### src/rtl/iab_pkg.sv
// input activation buffer package
// beat count, beat index type and the state encodings shared by the iab blocks

package iab_pkg;

  // ------------------------------------------------------------
  // beat geometry
  // ------------------------------------------------------------

  // chunks per activation word
  localparam int BEATS = 8;

  // index of the current beat on the imc bus
  typedef logic [$clog2(BEATS)-1:0] beat_idx_t;

  // ------------------------------------------------------------
  // state encodings
  // ------------------------------------------------------------

  // controller states, one word at a time
  typedef enum logic [2:0] {
    IDLE,
    COLLECT,
    ACCEPT,
    REQUEST_BUS,
    TRANSMIT
  } ctrl_state_t;

  // bus arbiter states
  typedef enum logic {
    ARB_IDLE,
    ARB_BUSY
  } arb_state_t;

endpackage

### src/rtl/iab_bus_if.sv
// iab bus interface
// request/grant and beat transfer between one input wrapper and the bus arbiter

`timescale 1ns/1ns

interface iab_bus_if #(
  parameter int CHUNK_W = 16
);

  // request and transfer, driven by the wrapper
  logic               req;
  logic               drive;
  logic [CHUNK_W-1:0] data;
  iab_pkg::beat_idx_t beat;

  // grant and per-beat accept, driven by the arbiter
  logic               gnt;
  logic               accepted;

  modport wrapper (
    output req,
    output drive,
    output data,
    output beat,
    input  gnt,
    input  accepted
  );

  modport arbiter (
    input  req,
    input  drive,
    input  data,
    input  beat,
    output gnt,
    output accepted
  );

endinterface

### src/rtl/iab_controller.sv
// input buffer controller
// steps one activation word through collect, accept, bus request and transmit

`timescale 1ns/1ns

module iab_controller (
  input  logic               clk_i,
  input  logic               rstn_i,
  input  logic               a_valid_i,
  input  logic               gnt_i,
  input  logic               accepted_i,
  output logic               a_accepted_o,
  output logic               latch_o,
  output logic               bus_req_o,
  output logic               drive_bus_o,
  output iab_pkg::beat_idx_t beat_o
);

  iab_pkg::ctrl_state_t state_q;
  iab_pkg::ctrl_state_t state_d;
  iab_pkg::beat_idx_t   beat_q;
  logic                 last_beat;

  // ------------------------------------------------------------
  // state register and beat counter
  // ------------------------------------------------------------

  always_ff @(posedge clk_i or negedge rstn_i)
  begin
    if (!rstn_i)
    begin
      state_q <= iab_pkg::IDLE;
    end
    else
    begin
      state_q <= state_d;
    end
  end

  // counts accepted beats, wraps to zero on the last one
  always_ff @(posedge clk_i or negedge rstn_i)
  begin
    if (!rstn_i)
    begin
      beat_q <= '0;
    end
    else if (state_q == iab_pkg::TRANSMIT && accepted_i)
    begin
      beat_q <= beat_q + 1'b1;
    end
    else if (state_q == iab_pkg::IDLE)
    begin
      beat_q <= '0;
    end
  end

  assign last_beat = (beat_q == iab_pkg::beat_idx_t'(iab_pkg::BEATS - 1));

  // ------------------------------------------------------------
  // next state
  // ------------------------------------------------------------

  always_comb
  begin
    state_d = state_q;
    case (state_q)
      iab_pkg::IDLE:
      begin
        if (a_valid_i)
        begin
          state_d = iab_pkg::COLLECT;
        end
      end
      // word is latched on this edge
      iab_pkg::COLLECT:
      begin
        if (a_valid_i)
        begin
          state_d = iab_pkg::ACCEPT;
        end
      end
      iab_pkg::ACCEPT:
      begin
        state_d = iab_pkg::REQUEST_BUS;
      end
      iab_pkg::REQUEST_BUS:
      begin
        if (gnt_i)
        begin
          state_d = iab_pkg::TRANSMIT;
        end
      end
      iab_pkg::TRANSMIT:
      begin
        if (last_beat && accepted_i)
        begin
          state_d = iab_pkg::IDLE;
        end
      end
      default:
      begin
        state_d = iab_pkg::IDLE;
      end
    endcase
  end

  // ------------------------------------------------------------
  // outputs decoded from state
  // ------------------------------------------------------------

  assign latch_o      = (state_q == iab_pkg::COLLECT);
  assign a_accepted_o = (state_q == iab_pkg::ACCEPT);
  assign bus_req_o    = (state_q == iab_pkg::REQUEST_BUS);
  assign drive_bus_o  = (state_q == iab_pkg::TRANSMIT);
  assign beat_o       = beat_q;

  // beats are only accepted while this port drives the bus
  a_accept_in_xfer : assert property (
    @(posedge clk_i) disable iff (!rstn_i)
    accepted_i |-> drive_bus_o
  );

  // beat index only moves on an accepted beat
  a_beat_hold : assert property (
    @(posedge clk_i) disable iff (!rstn_i)
    !accepted_i |=> $stable(beat_q)
  );

endmodule

### src/rtl/iab_buffer.sv
// activation word buffer
// holds one wide word and selects the chunk for the current beat

`timescale 1ns/1ns

module iab_buffer #(
  parameter int CHUNK_W = 16
) (
  input  logic                                 clk_i,
  input  logic                                 rstn_i,
  input  logic                                 load_i,
  input  logic [iab_pkg::BEATS*CHUNK_W-1:0]    word_i,
  input  iab_pkg::beat_idx_t                   beat_i,
  output logic [CHUNK_W-1:0]                   chunk_o
);

  logic [iab_pkg::BEATS*CHUNK_W-1:0] word_q;

  // ------------------------------------------------------------
  // word register
  // ------------------------------------------------------------

  always_ff @(posedge clk_i or negedge rstn_i)
  begin
    if (!rstn_i)
    begin
      word_q <= '0;
    end
    else if (load_i)
    begin
      word_q <= word_i;
    end
  end

  // ------------------------------------------------------------
  // chunk select
  // ------------------------------------------------------------

  // beat 0 is the least significant chunk
  assign chunk_o = word_q[beat_i*CHUNK_W +: CHUNK_W];

endmodule

### src/rtl/iab_wrapper.sv
// input activation wrapper
// one producer port, its controller and word buffer, and a bus interface to the arbiter

`timescale 1ns/1ns

module iab_wrapper #(
  parameter int CHUNK_W = 16
) (
  input  logic                              clk_i,
  input  logic                              rstn_i,
  input  logic                              a_valid_i,
  input  logic [iab_pkg::BEATS*CHUNK_W-1:0] a_word_i,
  output logic                              a_accepted_o,
  iab_bus_if.wrapper                        bus
);

  logic               latch;
  logic               load;
  iab_pkg::beat_idx_t beat;

  iab_controller ctrl_i (
    .clk_i        (clk_i),
    .rstn_i       (rstn_i),
    .a_valid_i    (a_valid_i),
    .gnt_i        (bus.gnt),
    .accepted_i   (bus.accepted),
    .a_accepted_o (a_accepted_o),
    .latch_o      (latch),
    .bus_req_o    (bus.req),
    .drive_bus_o  (bus.drive),
    .beat_o       (beat)
  );

  // capture only while the producer still holds valid
  assign load = latch && a_valid_i;

  iab_buffer #(
    .CHUNK_W (CHUNK_W)
  ) buf_i (
    .clk_i   (clk_i),
    .rstn_i  (rstn_i),
    .load_i  (load),
    .word_i  (a_word_i),
    .beat_i  (beat),
    .chunk_o (bus.data)
  );

  assign bus.beat = beat;

endmodule

### src/flat_wrapper.sv
// flat-port wrapper written by rule: the top's interface ports become plain ports
module iab_wrapper_flat 
#(
  parameter int CHUNK_W = 16
)
  (clk_i, rstn_i, a_valid_i, a_word_i, a_accepted_o, bus_req, bus_drive, bus_data, bus_beat, bus_gnt, bus_accepted);
  iab_bus_if #(.CHUNK_W(CHUNK_W)) bus_i ();
  input  logic clk_i;
  input  logic rstn_i;
  input  logic a_valid_i;
  input  logic [iab_pkg::BEATS*CHUNK_W-1:0] a_word_i;
  output logic a_accepted_o;
  output wire logic [$bits(bus_i.req)-1:0] bus_req;
  output wire logic [$bits(bus_i.drive)-1:0] bus_drive;
  output wire logic [$bits(bus_i.data)-1:0] bus_data;
  output wire logic [$bits(bus_i.beat)-1:0] bus_beat;
  input wire logic [$bits(bus_i.gnt)-1:0] bus_gnt;
  input wire logic [$bits(bus_i.accepted)-1:0] bus_accepted;
  assign bus_req = bus_i.req;
  assign bus_drive = bus_i.drive;
  assign bus_data = bus_i.data;
  assign bus_beat = bus_i.beat;
  assign bus_i.gnt = bus_gnt;
  assign bus_i.accepted = bus_accepted;
  iab_wrapper #(.CHUNK_W(CHUNK_W)) u_core (.clk_i(clk_i), .rstn_i(rstn_i), .a_valid_i(a_valid_i), .a_word_i(a_word_i), .a_accepted_o(a_accepted_o), .bus(bus_i));
endmodule
### config.mk
export PLATFORM = sky130hd
export DESIGN_NAME = iab_wrapper_flat
export DESIGN_NICKNAME = d
export VERILOG_FILES = /design/src/rtl/iab_pkg.sv /design/src/rtl/iab_bus_if.sv /design/src/rtl/iab_controller.sv /design/src/rtl/iab_buffer.sv /design/src/rtl/iab_wrapper.sv /design/src/flat_wrapper.sv
export SDC_FILE = /design/constraint.sdc
export NUM_CORES = 1
export LEC_CHECK = 0
export BUFFER_PORTS_ARGS = -buffer_cell sky130_fd_sc_hd__buf_4
export CAP_MARGIN = 40
export CORE_MARGIN = 3
export CORE_UTILIZATION = 49
export DETAILED_ROUTE_END_ITERATION = 16
export MAX_ROUTING_LAYER = met4
export PLACE_DENSITY_LB_ADDON = 0.15
export SLEW_MARGIN = 20
export SYNTH_ARGS = -nofsm -noshare
export SYNTH_HDL_FRONTEND = slang
export SYNTH_SLANG_ARGS = --single-unit
### constraint.sdc
create_clock -name clk_i -period 2.05 [get_ports clk_i]
set_input_delay 0.3075 -clock clk_i [delete_from_list [all_inputs] [get_ports clk_i]]
set_output_delay 0.3075 -clock clk_i [all_outputs]
set_load 0.005 [all_outputs]
==> impl_metrics.yaml <==
run:
  cap_violations: 0
critical_path:
  crit_path_start_kind: "register"
  crit_fanout: 6
  r2r_cells: 4
  crit_arrival_ns: 2.02
  required_ns: 1.74
  endpoint_kind: "output port"
  critPathKind: "reg2out"
detailed_routing:
  drtAntennaViolNets: 0
  drt-initial-drc-count: 289
  viasPerCell: 5.28
  routed_wl_mm: 14.9
  firstDrtPassIters: 4
  vias: 3730
  drcViolationCount: 0
  wl_per_cell_um: 21.0
power:
  switching_share_pct: 27.0
  ir_drop_mv: 0.976
  p_seq_share_pct: 36.5
  p_clk_share_pct: 22.7
  leakage_nw: 3.93
  p_comb_share_pct: 40.8
  p_int_mw: 9.80
  p_per_area_nw_per_um2: 1570
  p_sw_mw: 3.62
sta:
  period_minus_slack_ns: 2.32
  skew_ns: 0.00821
  fmax_mhz: 430
  setup_ws_ns: -0.274
  max_slew.worst_pin.slew_ns: 0.551
  setup_viol: 16
  drv_slew: 0
  relSlewSlack_pct: 63.3
  tns_ns: -3.59
  rsz0062_at_grt: "yes"
  hold_violations: 0
  min_period_over_period_pct: 113
outcome:
  status: "complete, but fails checks"
  violations: "setup timing"
synthesis:
  avgSynthCellArea_um2: 18.3
  yosysWarnings: 0
  synthArstFlopShare_pct: 100
  synth.distinct_cells: 23
  ys_seq_elements: 134
  postSynthCellCount: 357
  seq_area_frac_synth_pct: 51.2
  synth_enable_flop_cells: 0
  synth_nets: 492
  synth_top_flop_cell: "dfrtp_1"
  synth_area_um2: 6550
clock_tree:
  cts_root_buf: "clkbuf_16"
  numCtsBuffers: 17
  clk_pin_slew_worst_paths_ns: 0.06
  cts_sinks: 134
  cts_max_level: 4
  clockBufferDepth: 2
  worstSkewPairLatency_ns: 0.41
  cts_tree: "built"
die:
  die-area_um2: 14800
  ios: 155
  initial_core_util_pct: 51.1
  die_w_um: 122
  core_area_um2: 12800
  row_count: 41
  die_h_um: 122
hold_path:
  holdPathStages: 2
  hp-class: "in2reg"
layout:
  layout.cells.most_common: "buf_4"
  stdcell_area_um2: 8550
  diodes: 0
  layout-drive-gt1-share_pct: 69.5
  fill_cells: 906
  final_cells: 707
  nNetsFinal: 657
  multiInputGateArea_um2: 2920
  final_cell_mix: "146 x buf_4, 133 x dfrtp_1, 112 x mux2_4, 32 x mux4_2, 27 x mux2_2"
  register_area_um2: 3350
  syn_to_final_growth_pct: 30.5
placement:
  place_area_um2: 7880
  gp_congestion: 0.793
  post-dp-hpwl_mm: 10.2
  dp_cells: 670
  portBuffers: 154
grt:
  grt_pass1_vias: 4156
  grt.overflow.total: 0
  grt_pass1_wl_mm: 22.7
  grt_max_degree: 56
  groute.usage.overall_pct: 21.3
  grt_antenna_before_repair: 0
==> state kept, by name, indices dropped and copies added (netlist names) <==
signal                 cells
u_core.buf_i.word_q      128
u_core.ctrl_i.state_q      3
u_core.ctrl_i.beat_o       3
==> logic make-up (layout without fill, tap and decap cells) <==
family | Yosys count | in the layout | share of synthesized area (%)
compound gates | 7 | 7 | 0.822
mux | 177 | 177 | 43.1
fa+ha+maj | 2 | 2 | 0.382
buf+inv | 26 | 204 | 3.55
simple gates | 11 | 11 | 0.955
flops | 134 | 134 | 51.2
==> worst max-delay path: stages, from the launching register on <==
cell	delay [ns]
dfrtp_2	0.42
buf_6	0.14
buf_12	0.12
mux4_2	0.53
mux2_4	0.28
buf_6	0.11
==> per-layer routing <==
metal | wire (µm) | up-vias | global-route usage, % | part of all wire [%]
met2 | 7610 | 129 | 34.6 | 51
met1 | 6080 | 1926 | 26.0 | 41
li1 | - | 1661 | - | -
met4 | 194 | 0 | 5.60 | 1.3
met3 | 997 | 14 | 6.96 | 6.7
met5 | 0 | - | - | 0
==> stage by stage <==
stage	hold WS (ns)	utilization, %	setup slack, ns	total power [mW]
detailed placement	0.301	61.4	0.0696	9.91
floorplan	0.0119	-	0.260	8.52
finish	0.123	66.7	-0.274	13.4
global placement	0.291	61.4	0.0880	9.77
global route	0.109	66.7	-0.336	14.1
CTS	0.107	66.3	-0.350	13.3
==> power by group through the flow <==
stage | Sequential (mW) | Combinational (mW) | Clock, mW
after floorplan | 4.46 | 4.06 | 0
after global placement | 4.82 | 4.95 | 0
after detailed placement | 4.84 | 5.07 | 0
after CTS | 4.89 | 5.35 | 3.10
after global routing | 5.05 | 5.85 | 3.22
final | 4.90 | 5.47 | 3.04
==> path summary, 6_finish.rpt <==
check	slack [ns]	endpoint	from
worst max-delay path	-0.27	bus_data[1]	u_core.ctrl_i.beat_o[0]
worst min-delay path	0.12	u_core.buf_i.word_q[82]	a_word_i[82]
worst max register to register	0.21	u_core.buf_i.word_q[91]	u_core.ctrl_i.state_q[1]
worst min register to register	0.49	u_core.buf_i.word_q[82]	u_core.buf_i.word_q[82]
max in group asynchronous	0.95	u_core.buf_i.word_q[57]	rstn_i
min in group asynchronous	0.44	u_core.buf_i.word_q[49]	rstn_i
==> Yosys cell counts, types with 2 or more instances <==
library cell | number | area share (%)
a22o_1 | 3 | 0.40
and3_1 | 2 | 0.19
buf_6 | 18 | 3.1
clkbuf_1 | 6 | 0.34
dfrtp_1 | 134 | 51
ha_1 | 2 | 0.38
mux2_1 | 6 | 1.0
mux2_2 | 39 | 6.7
mux2_4 | 100 | 23
mux4_1 | 25 | 10
mux4_2 | 7 | 2.4
nand2_1 | 2 | 0.11
nor2_1 | 2 | 0.11
nor3_1 | 2 | 0.15
==> timing repair <==
action,4_1_cts,5_1_grt
cloned,1,1
hold buffers,1,0
resized for setup,29,25
setup buffers,3,0
setup endpoints to repair,16,16
hold endpoints to repair,51,0
==> layout make-up <==
type | instances | share of cell area [%]
repair buffers | 171 | 17.2
well taps | 172 | 2.52
flip-flops and latches | 134 | 39.2
clock inverters | 10 | 1.51
multi-input cells | 197 | 34.1
clock buffers | 22 | 5.43
inverters | 1 | 0.0439
Note: power is estimated with default switching activity, not from simulation.
